<file path="src/common/cache_cfg.svh">
`ifndef CACHE_CFG_SVH
`define CACHE_CFG_SVH

// front-end byte address and word
`define CACHE_ADDR_W 16
`define CACHE_DATA_W 32
`define CACHE_NBYTES 4
`define CACHE_NBYTES_W 2

// memory word
`define CACHE_BE_DATA_W 64
`define CACHE_BE_NBYTES 8
`define CACHE_BE_NBYTES_W 3

// line geometry in memory words
`define CACHE_LINE_WORDS 4
`define CACHE_LINE_WORDS_W 2

`endif
</file>
<file path="src/common/mem_pkg.sv">
`include "cache_cfg.svh"

package mem_pkg;

   // a zero strobe on the port is a read
   typedef enum logic [0:0] {
      op_read  = 1'b0,
      op_write = 1'b1
   } mem_op_t;

   typedef enum logic [1:0] {
      own_none  = 2'd0,
      own_write = 2'd1,
      own_read  = 2'd2
   } owner_t;

   // native memory port fields
   typedef logic [`CACHE_ADDR_W-1:0]    be_addr_t;
   typedef logic [`CACHE_BE_DATA_W-1:0] be_data_t;
   typedef logic [`CACHE_BE_NBYTES-1:0] be_strb_t;

endpackage

</file>
<file path="src/common/cache_pkg.sv">
`include "cache_cfg.svh"

package cache_pkg;

   // shared by both channels
   typedef enum logic [0:0] {
      ch_idle = 1'b0,
      ch_busy = 1'b1
   } ch_state_t;

   // front word position inside a memory word
   typedef logic [`CACHE_BE_NBYTES_W-`CACHE_NBYTES_W-1:0] lane_t;

   // line address, byte address without word and byte offsets
   typedef logic [`CACHE_ADDR_W-1:`CACHE_BE_NBYTES_W+`CACHE_LINE_WORDS_W] line_addr_t;

   // memory word index in a line
   typedef logic [`CACHE_LINE_WORDS_W-1:0] word_idx_t;

endpackage

</file>
<file path="src/logic/cache_back_end.sv">
`timescale 1ns/1ns

`include "cache_cfg.svh"

module cache_back_end (
   input  logic                                  clk,
   input  logic                                  reset,
   input  logic                                  wr_valid,
   input  logic [`CACHE_ADDR_W-1:`CACHE_NBYTES_W] wr_addr,
   input  logic [`CACHE_NBYTES-1:0]               wr_wstrb,
   input  logic [`CACHE_DATA_W-1:0]               wr_wdata,
   output logic                                  wr_ready,
   input  logic                                  rd_valid,
   input  logic [`CACHE_ADDR_W-1:`CACHE_BE_NBYTES_W+`CACHE_LINE_WORDS_W] rd_addr,
   output logic                                  rd_ready,
   output logic                                  rd_data_valid,
   output logic [`CACHE_BE_DATA_W-1:0]            rd_data,
   output logic [`CACHE_LINE_WORDS_W-1:0]         rd_word,
   output logic                                  mem_valid,
   output logic [`CACHE_ADDR_W-1:0]               mem_addr,
   output logic [`CACHE_BE_DATA_W-1:0]            mem_wdata,
   output logic [`CACHE_BE_NBYTES-1:0]            mem_wstrb,
   input  logic [`CACHE_BE_DATA_W-1:0]            mem_rdata,
   input  logic                                  mem_ready
);

   // write channel to arbiter
   logic                         wch_valid;
   logic [`CACHE_ADDR_W-1:0]     wch_addr;
   logic [`CACHE_BE_DATA_W-1:0]  wch_wdata;
   logic [`CACHE_BE_NBYTES-1:0]  wch_wstrb;
   logic                         wch_ready;

   // read channel to arbiter
   logic                         rch_valid;
   logic [`CACHE_ADDR_W-1:0]     rch_addr;
   logic                         rfl_last;
   logic                         rch_ready;
   logic [`CACHE_BE_DATA_W-1:0]  rch_rdata;

   write_channel u_write_channel (
      .clk       (clk),
      .reset     (reset),
      .wr_valid  (wr_valid),
      .wr_addr   (wr_addr),
      .wr_wstrb  (wr_wstrb),
      .wr_wdata  (wr_wdata),
      .wr_ready  (wr_ready),
      .wch_valid (wch_valid),
      .wch_addr  (wch_addr),
      .wch_wdata (wch_wdata),
      .wch_wstrb (wch_wstrb),
      .wch_ready (wch_ready)
   );

   read_channel u_read_channel (
      .clk           (clk),
      .reset         (reset),
      .rd_valid      (rd_valid),
      .rd_addr       (rd_addr),
      .rd_ready      (rd_ready),
      .rd_data_valid (rd_data_valid),
      .rd_data       (rd_data),
      .rd_word       (rd_word),
      .rch_valid     (rch_valid),
      .rch_addr      (rch_addr),
      .rfl_last      (rfl_last),
      .rch_ready     (rch_ready),
      .rch_rdata     (rch_rdata)
   );

   back_end_arbiter u_back_end_arbiter (
      .clk       (clk),
      .reset     (reset),
      .wch_valid (wch_valid),
      .wch_addr  (wch_addr),
      .wch_wdata (wch_wdata),
      .wch_wstrb (wch_wstrb),
      .wch_ready (wch_ready),
      .rch_valid (rch_valid),
      .rch_addr  (rch_addr),
      .rfl_last  (rfl_last),
      .rch_ready (rch_ready),
      .rch_rdata (rch_rdata),
      .mem_valid (mem_valid),
      .mem_addr  (mem_addr),
      .mem_wdata (mem_wdata),
      .mem_wstrb (mem_wstrb),
      .mem_rdata (mem_rdata),
      .mem_ready (mem_ready)
   );

endmodule

</file>
<file path="src/logic/back_end_arbiter.sv">
`timescale 1ns/1ns

`include "cache_cfg.svh"

module back_end_arbiter (
   input  logic               clk,
   input  logic               reset,
   input  logic               wch_valid,
   input  mem_pkg::be_addr_t  wch_addr,
   input  mem_pkg::be_data_t  wch_wdata,
   input  mem_pkg::be_strb_t  wch_wstrb,
   output logic               wch_ready,
   input  logic               rch_valid,
   input  mem_pkg::be_addr_t  rch_addr,
   input  logic               rfl_last,
   output logic               rch_ready,
   output mem_pkg::be_data_t  rch_rdata,
   output logic               mem_valid,
   output mem_pkg::be_addr_t  mem_addr,
   output mem_pkg::be_data_t  mem_wdata,
   output mem_pkg::be_strb_t  mem_wstrb,
   input  mem_pkg::be_data_t  mem_rdata,
   input  logic               mem_ready
);

   mem_pkg::owner_t  owner;
   mem_pkg::mem_op_t op;

   logic beat_done;

   assign beat_done = mem_valid && mem_ready;

   always_ff @(posedge clk, posedge reset) begin
      if (reset) begin
         owner <= mem_pkg::own_none;
      end else begin
         case (owner)
            mem_pkg::own_none: begin
               if (wch_valid)
                  owner <= mem_pkg::own_write; // write first, refill sees it
               else if (rch_valid)
                  owner <= mem_pkg::own_read;
            end
            mem_pkg::own_write: begin
               if (beat_done)
                  owner <= mem_pkg::own_none;
            end
            mem_pkg::own_read: begin
               if (beat_done && rfl_last)
                  owner <= mem_pkg::own_none;
            end
            default: owner <= mem_pkg::own_none;
         endcase
      end
   end

   assign op = (owner == mem_pkg::own_write) ? mem_pkg::op_write : mem_pkg::op_read;

   always_comb begin
      case (owner)
         mem_pkg::own_write: mem_valid = wch_valid;
         mem_pkg::own_read:  mem_valid = rch_valid;
         default:            mem_valid = 1'b0;
      endcase
   end

   assign mem_addr  = (op == mem_pkg::op_write) ? wch_addr : rch_addr;
   assign mem_wdata = (op == mem_pkg::op_write) ? wch_wdata : '0;
   assign mem_wstrb = (op == mem_pkg::op_write) ? wch_wstrb : '0; // zero strobe reads

   assign wch_ready = (owner == mem_pkg::own_write) && mem_ready;
   assign rch_ready = (owner == mem_pkg::own_read) && mem_ready;
   assign rch_rdata = mem_rdata;

   a_owner_held: assert property (
      @(posedge clk) disable iff (reset)
      mem_valid && !mem_ready |=> $stable(owner)
   );

endmodule

</file>
<file path="src/read_channel/read_channel.sv">
`timescale 1ns/1ns

`include "cache_cfg.svh"

module read_channel (
   input  logic                                  clk,
   input  logic                                  reset,
   input  logic                                  rd_valid,
   input  logic [`CACHE_ADDR_W-1:`CACHE_BE_NBYTES_W+`CACHE_LINE_WORDS_W] rd_addr,
   output logic                                  rd_ready,
   output logic                                  rd_data_valid,
   output logic [`CACHE_BE_DATA_W-1:0]            rd_data,
   output logic [`CACHE_LINE_WORDS_W-1:0]         rd_word,
   output logic                                  rch_valid,
   output logic [`CACHE_ADDR_W-1:0]               rch_addr,
   output logic                                  rfl_last,
   input  logic                                  rch_ready,
   input  logic [`CACHE_BE_DATA_W-1:0]            rch_rdata
);

   cache_pkg::ch_state_t  state;
   cache_pkg::line_addr_t line_q;
   cache_pkg::word_idx_t  word_cnt;

   logic beat_done;

   assign beat_done = rch_valid && rch_ready;

   always_ff @(posedge clk, posedge reset) begin
      if (reset) begin
         state         <= cache_pkg::ch_idle;
         word_cnt      <= '0;
         rd_data_valid <= 1'b0;
      end else begin
         rd_data_valid <= beat_done; // one strobe per returned word
         case (state)
            cache_pkg::ch_idle: begin
               if (rd_valid) begin
                  state    <= cache_pkg::ch_busy;
                  word_cnt <= '0;
               end
            end
            cache_pkg::ch_busy: begin
               if (rch_ready) begin
                  word_cnt <= word_cnt + 1'b1;
                  if (rfl_last)
                     state <= cache_pkg::ch_idle;
               end
            end
            default: state <= cache_pkg::ch_idle;
         endcase
      end
   end

   always_ff @(posedge clk) begin
      if (rd_valid && rd_ready)
         line_q <= rd_addr;
      if (beat_done) begin
         rd_data <= rch_rdata;
         rd_word <= word_cnt;
      end
   end

   assign rd_ready  = (state == cache_pkg::ch_idle);
   assign rch_valid = (state == cache_pkg::ch_busy);

   // ascending beats within the line
   assign rch_addr = {line_q, word_cnt, {`CACHE_BE_NBYTES_W{1'b0}}};

   assign rfl_last = rch_valid &&
                     (word_cnt == cache_pkg::word_idx_t'(`CACHE_LINE_WORDS-1));

   // no gap inside a burst, the arbiter holds its grant on this
   a_burst_valid: assert property (
      @(posedge clk) disable iff (reset)
      rch_valid && !(rch_ready && rfl_last) |=> rch_valid
   );

   // after the last beat the channel is free again
   a_burst_end: assert property (
      @(posedge clk) disable iff (reset)
      rch_ready && rfl_last |=> rd_ready && rd_data_valid
   );

endmodule

</file>
<file path="src/write_channel/write_channel.sv">
`timescale 1ns/1ns

`include "cache_cfg.svh"

module write_channel (
   input  logic                                  clk,
   input  logic                                  reset,
   input  logic                                  wr_valid,
   input  logic [`CACHE_ADDR_W-1:`CACHE_NBYTES_W] wr_addr,
   input  logic [`CACHE_NBYTES-1:0]               wr_wstrb,
   input  logic [`CACHE_DATA_W-1:0]               wr_wdata,
   output logic                                  wr_ready,
   output logic                                  wch_valid,
   output logic [`CACHE_ADDR_W-1:0]               wch_addr,
   output logic [`CACHE_BE_DATA_W-1:0]            wch_wdata,
   output logic [`CACHE_BE_NBYTES-1:0]            wch_wstrb,
   input  logic                                  wch_ready
);

   cache_pkg::ch_state_t state;

   logic [`CACHE_ADDR_W-1:`CACHE_NBYTES_W] addr_q;
   logic [`CACHE_NBYTES-1:0]               strb_q;
   logic [`CACHE_DATA_W-1:0]               data_q;
   cache_pkg::lane_t                       lane;
   logic [`CACHE_BE_NBYTES-1:0]            lane_mask;

   always_ff @(posedge clk, posedge reset) begin
      if (reset) begin
         state <= cache_pkg::ch_idle;
      end else begin
         case (state)
            cache_pkg::ch_idle: begin
               if (wr_valid)
                  state <= cache_pkg::ch_busy;
            end
            cache_pkg::ch_busy: begin
               if (wch_ready)
                  state <= cache_pkg::ch_idle; // one beat per write
            end
            default: state <= cache_pkg::ch_idle;
         endcase
      end
   end

   always_ff @(posedge clk) begin
      if (wr_valid && wr_ready) begin
         addr_q <= wr_addr;
         strb_q <= wr_wstrb;
         data_q <= wr_wdata;
      end
   end

   assign wr_ready  = (state == cache_pkg::ch_idle);
   assign wch_valid = (state == cache_pkg::ch_busy);

   assign lane      = addr_q[`CACHE_BE_NBYTES_W-1:`CACHE_NBYTES_W];
   assign wch_addr  = {addr_q[`CACHE_ADDR_W-1:`CACHE_BE_NBYTES_W], {`CACHE_BE_NBYTES_W{1'b0}}};
   assign wch_wdata = {(`CACHE_BE_DATA_W/`CACHE_DATA_W){data_q}}; // same word in every lane

   // bytes that belong to the addressed lane
   assign lane_mask = {{(`CACHE_BE_NBYTES-`CACHE_NBYTES){1'b0}}, {`CACHE_NBYTES{1'b1}}}
                      << (lane * `CACHE_NBYTES);

   always_comb begin
      wch_wstrb = '0;
      if (wch_valid)
         wch_wstrb = {{(`CACHE_BE_NBYTES-`CACHE_NBYTES){1'b0}}, strb_q}
                     << (lane * `CACHE_NBYTES);
   end

   a_strb_in_lane: assert property (
      @(posedge clk) disable iff (reset)
      wch_valid |-> (wch_wstrb & ~lane_mask) == '0
   );

   // a waiting write must not move under the arbiter
   a_write_held: assert property (
      @(posedge clk) disable iff (reset)
      wch_valid && !wch_ready |=> wch_valid && $stable(wch_wstrb) && $stable(wch_addr)
   );

endmodule

</file>
<file path="config.mk">
export PLATFORM = sky130hd
export DESIGN_NAME = cache_back_end
export DESIGN_NICKNAME = d
export VERILOG_FILES = /design/src/common/mem_pkg.sv /design/src/common/cache_pkg.sv /design/src/logic/cache_back_end.sv /design/src/logic/back_end_arbiter.sv /design/src/read_channel/read_channel.sv /design/src/write_channel/write_channel.sv
export VERILOG_INCLUDE_DIRS = /design/src /design/src/common
export SDC_FILE = /design/constraint.sdc
export NUM_CORES = 1
export LEC_CHECK = 0
export ABC_AREA = 1
export BUFFER_PORTS_ARGS = -buffer_cell sky130_fd_sc_hd__buf_2
export CAP_MARGIN = 25
export CORE_AREA = 2 2 141 109
export DETAILED_ROUTE_END_ITERATION = 10
export DIE_AREA = 0 0 143 111
export PLACE_DENSITY = 0.68
export SLEW_MARGIN = 20
export SYNTH_ARGS = -nofsm -noshare
export SYNTH_HDL_FRONTEND = slang
export SYNTH_SLANG_ARGS = --single-unit
</file>
<file path="constraint.sdc">
create_clock -name clk -period 3.4 [get_ports clk]
set_clock_uncertainty 0.15 [all_clocks]
set_input_delay 0 -clock clk [delete_from_list [all_inputs] [get_ports clk]]
set_output_delay 0 -clock clk [all_outputs]
set_load 0.01 [all_outputs]
</file>
## After elaboration in Yosys (flattened, before gate mapping)

Cells that the tools add are included.

- Register bits: 134
- Output and inout bits: 158
- Word-level logic and storage cells: 55

- Add/sub/neg operators: 1
- Eq/ne operators: 8
- Shift operators: 1
- Muxes and demuxes: 21
- Bitwise operators: 2
- Reduce and logical (&&, ||, !) cells: 11

Operators with widths:

| kind | number |
|---|---|
| 64-bit two-way mux | 1 |
| 16-bit two-way mux | 1 |
| 8-bit two-way mux | 2 |
| 2-bit two-way mux | 6 |
| 1-bit logical AND | 8 |
| 4-bit by 3-bit left shift with 8-bit output | 1 |
| 1-bit two-way mux | 6 |
| 2-bit by 1-bit != test with 1-bit output, second input constant | 3 |
| 1-bit one-hot mux with 2 select lines | 3 |
| 2-bit one-hot mux with 3 select lines | 1 |
| 2-bit equality test, second input constant | 2 |
| 2-bit one-hot mux with 2 select lines | 1 |
| 3-bit != test, second input constant | 1 |
| 3-bit AND reduction | 1 |
| 2-bit by 1-bit adder with 2-bit output, second input constant | 1 |
| 2-bit by 1-bit equality test with 1-bit output, second input constant | 1 |
| 2-bit zero test | 1 |
| 2-bit != test, second input constant | 1 |
| 1-bit inverter | 2 |
| 2-bit AND reduction | 1 |

## Depth between registers and ports, before layout

- Depth in word-level cells: 6
- Gate-level depth with buffers: 9
- Gate-level depth less buffers: 9

## Hierarchy

From an unflattened synthesis, not the netlist that was laid out.

- Cells, all modules: 495
- Area total of the unflattened synthesis: 6040.8 µm²

Modules (own cells, without submodules):

| module | instances | cells each | area an instance (µm²) | seq. area each (µm²) |
|---|---|---|---|---|
| read_channel | 1 | 104 | 2528.7 | 2412.3 |
| write_channel | 1 | 122 | 1973.1 | 1526.5 |
| back_end_arbiter | 1 | 269 | 1539.0 | 50.0 |

## Least setup slack after synthesis

OpenSTA, ideal clock, no wires.

- Path type: reg2reg
- Start: reg u_write_channel.state, in the netlist u_write_channel.wch_valid
- End: reg u_write_channel.addr_q[10] (netlist bit), enable pin
- Setup time: 459 ps
- Arrival time: 2535 ps
- Required time: 2791 ps
- Slack: 256 ps
- Cell stages (with the launch flop): 2
- Path buffers: 0
- Period minus slack after synthesis: 3144 ps
- Cells stage by stage: dfrtp_1 -> nor2_1

- Longest elaborated chain between the ends: 2

RTL lines:

| item | RTL line | RTL |
|---|---|---|
| start, declared | write_channel.sv:20 | `cache_pkg::ch_state_t state;` |
| start signal, assigned | write_channel.sv:30 | `state <= cache_pkg::ch_idle;` |
| start signal, assigned | write_channel.sv:35 | `state <= cache_pkg::ch_busy;` |
| start signal, assigned | write_channel.sv:39 | `state <= cache_pkg::ch_idle;` |
| 1-bit inverter | write_channel.sv:54 | `assign wr_ready = (state == cache_pkg::ch_idle);` |
| 1-bit logical AND | write_channel.sv:47 | `if (wr_valid && wr_ready) begin` |
| end signal, assigned | write_channel.sv:48 | `addr_q <= wr_addr;` |
| end, declared | write_channel.sv:22 | `` logic [`CACHE_ADDR_W-1:`CACHE_NBYTES_W] addr_q; `` |

Every way passes these cells.
A chain may end at the register's enable or synchronous reset.

## Worst setup path in the final report

- Start: reg u_back_end_arbiter.owner[0]
- End: reg u_read_channel.rd_data[54], enable pin

- Longest elaborated chain between the ends: 3

RTL lines:

| item | RTL line | RTL |
|---|---|---|
| start, declared | back_end_arbiter.sv:26 | `mem_pkg::owner_t owner;` |
| start signal, assigned | back_end_arbiter.sv:35 | `owner <= mem_pkg::own_none;` |
| start signal, assigned | back_end_arbiter.sv:40 | `owner <= mem_pkg::own_write;` |
| start signal, assigned | back_end_arbiter.sv:42 | `owner <= mem_pkg::own_read;` |
| 2-bit equality test | back_end_arbiter.sv:72 | `assign rch_ready = (owner == mem_pkg::own_read) && mem_ready;` |
| 1-bit logical AND | back_end_arbiter.sv:72 |  |
| 1-bit logical AND | read_channel.sv:27 | `assign beat_done = rch_valid && rch_ready;` |
| via u_read_channel.beat_done | read_channel.sv:25 | `logic beat_done;` |
| end signal, assigned | read_channel.sv:59 | `rd_data <= rch_rdata;` |
| end, declared | read_channel.sv:12 | `` output logic [`CACHE_BE_DATA_W-1:0] rd_data, `` |

The timed path passes the listed nets, and every way through them passes these cells.

==> flow_summary.yaml <==
run_status:
  status: "complete, no violations"
cells_and_area:
  area_growth_pct: 67.0
  final_layout_size_suffix_gt1_share_pct: 46.8
  diodes: 0
  nets: 850
  fin_util_pct: 56.7
  seqCellArea_um2: 3990
  multiInputGateArea_um2: 527
  fillCellCount: 1176
  finalNonFillerCells: 934
clock_tree:
  cts.repair.resized: 0
  clockBufferDepth: 2
  clk_pin_slew_ns: 0.06
  htree_levels: 4
  cts_tree: "yes"
  cts_made_buffers: 17
  root_buffer: "clkbuf_16"
  clock-sinks: 134
  worstSkewPairLatency_ns: 0.41
logic_synthesis:
  synth-simple-area-share_pct: 5.34
  synth_seq_area_share_pct: 79.9
  synth_cell_type_count: 18
  synthMuxAreaShare_pct: 2.48
  syn-cell-area_um2: 4990
  ys_ff_latch: 134
  synthAdderAreaFrac_pct: 1.00
  syn_avg_cell_area_um2: 15.8
  synth_compound_gate_area_share_pct: 1.30
  synth-xor-area-share_pct: 0
  ys_warn_count: 0
  syn-instance-count: 315
  synth_top_family_by_area: "buffers and inverters"
critical_path:
  cp_slowest_stage_delay_ns: 0.41
  critPathMaxFanout: 26
  critical_path_class: "reg2reg"
  end_kind: "flop"
  worst_ep_required_time_ns: 3.33
  slowest_stage: "buf_4"
  cp_data_arrival_time_ns: 2.09
  cp-start-kind: "flop"
  r2r_start: "u_back_end_arbiter.owner[0]$_DFFE_PP0P_"
  path_cells: "inv_1, ha_1, nand3_1, inv_2, buf_4"
  cp-startpoint: "u_back_end_arbiter.owner[0]$_DFFE_PP0P_"
grt:
  first_global_vias: 4046
  grt_pass1_wl_um: 20000
  grt-ovfl-total: 0
  track_usage_pct: 16.7
  grt_max_degree: 50
  antenna_found_initial: 0
power:
  peakVddDrop_uv: 363
  power.leakage_nw: 3.90
  power.density_nw_per_um2: 645
detailed_routing:
  vias: 3807
  wl_per_cell_um: 14.0
  via_per_inst: 4.08
  initialDrtViolationCount: 181
  dr.pass1.iters: 4
  postRouteAntennaNets: 0
  post-route-drc-count: 0
  drt-total-wl_um: 13100
timing:
  finalCritPeriodShare_pct: 63.6
  worstMarginPinSlew_ns: 0.989
  period_needed_ns: 2.16
  fin_ws_ns: 1.24
  setup_tns_ns: 0
  setup_viol: 0
  finalMaxSlewViolations: 0
  timing.fmax_ghz: 0.463
  rsz0062_at_grt: "false"
  max_slew_margin_pct: 33.8
  hold_violations: 0
place:
  numPortBuffers: 284
  placed_cells: 770
  place_congestion: 0.746
  pre_cts_slack_ns: 1.20
  hpwl_um: 8480
floorplan:
  start_util_pct: 34.0
  io_pins: 288
  die_area_um2: 15900
  die_h_um: 111
  rows: 39
  die_x_um: 143
  core_um2: 14700
worst_hold_path:
  holdCritPathClass: "in2reg"
  hold_start: "rd_addr[5]"
run:
  cap_violations: 0
[per-stage QoR]
step / hold slack (ns) / power [mW] / cell area, um^2
final: 0.146 / 5.38 / 8330
after detailed placement: -0.181 / 3.45 / 6410
after CTS: 0.121 / 5.41 / 8310
after floorplan: -0.347 / 3.06 / 5000
after global placement: -0.189 / 3.42 / 6410
after global routing: 0.128 / 5.66 / 8330
[logic make-up after synthesis]
family / count (synthesis)
AO/OA/AOI/OAI: 10
adder cells (fa/ha/maj): 4
buffers and inverters: 91
flip-flops: 134
multiplexers: 11
other: 1
AND/OR/NAND/NOR: 64
[final timing paths]
path                                                          endpoint  slack, ns  cells past startpoint
min in group asynchronous       u_read_channel.rd_data_valid$_DFF_PP0_       0.50                      4
worst min register to register     u_read_channel.rd_word[0]$_DFFE_PP_       0.34                      0
worst max register to register    u_read_channel.rd_data[54]$_DFFE_PP_       1.24                      5
worst max-delay path              u_read_channel.rd_data[54]$_DFFE_PP_       1.24                      5
max in group asynchronous           u_read_channel.rch_valid$_DFF_PP0_       2.36                      4
worst min-delay path                u_read_channel.line_q[0]$_DFFE_PP_       0.15                      2
[routing by layer]
| metal | share of wire (%) | wire (um) | track usage (%) |
|---|---|---|---|
| met4 | 2.3 | 295 | 6.27 |
| met3 | 7.7 | 1010 | 6.48 |
| met1 | 36 | 4740 | 16.8 |
| met5 | 0 | 0 | 0 |
| met2 | 54 | 7060 | 30.9 |
[where the power goes]
part           internal (mW)  total (mW)  switching [mW]  leakage, nW
combinational          0.638        1.49           0.849         2.38
clock                   1.15        1.82           0.670        0.283
sequential              2.02        2.08          0.0590         1.24
[sequential cells by signal, indices dropped and copies added, names as in the netlist, 2 cells and up]
register	flops
u_read_channel.line_q	11
u_write_channel.strb_q	4
u_read_channel.rd_word	2
u_read_channel.word_cnt	2
u_write_channel.addr_q	14
u_back_end_arbiter.owner	2
u_write_channel.data_q	32
u_read_channel.rd_data	64
[worst max-delay path: cells and delay by family (launching register included)]
kind,cells,cell delay [ns]
buf+inv,3,0.89
simple gates,1,0.13
fa+ha+maj,1,0.26
flops,1,0.40
[timing repair]
| item | CTS | global route |
|---|---|---|
| endpoints found under the hold margin | 162 | 0 |
| hold buffers | 131 | 0 |
| setup buffers | 0 | 0 |
[cell type report]
cell class                 count  share of cell area [%]
clock buffer                  18                    5.15
clock inverter                14                    1.91
inverter                      51                    2.30
multi-input combinational     92                    6.32
sequential                   134                    47.9
tap                          205                    3.08
timing repair buffer         420                    33.4
[synthesized netlist by cell type (all sizes together)]
master  instances  share of area, %
edfxtp        127                76
inv            51               3.8
nand2          48               3.9
buf            40               6.0
mux2           11               2.5
nor2           10              0.75
dfrtp           7               3.5
o21ai           7              0.85
ha              4               1.0
nand3           4              0.50
a22oi           2              0.30
a21boi          1              0.15
conb            1             0.075
nor3            1              0.10
or2             1              0.13
[placed cells by master, fill, tap and decap left out, drive strengths merged]
master / synthesis / layout
ha: 4 / 4
buf: 40 / 289
dfrtp: 7 / 7
conb: 1 / 3
clkinvlp: 0 / 3
edfxtp: 127 / 127
bufinv: 0 / 3
a22oi: 2 / 2
dlygate4sd3: 0 / 131
clkinv: 0 / 7
a21boi: 1 / 1
or2: 1 / 1
nand2: 48 / 48
o21ai: 7 / 7
inv: 51 / 52
clkbuf: 0 / 18
nand3: 4 / 4
nor2: 10 / 10
nor3: 1 / 1
mux2: 11 / 11
(Power assumes the default switching activity.)
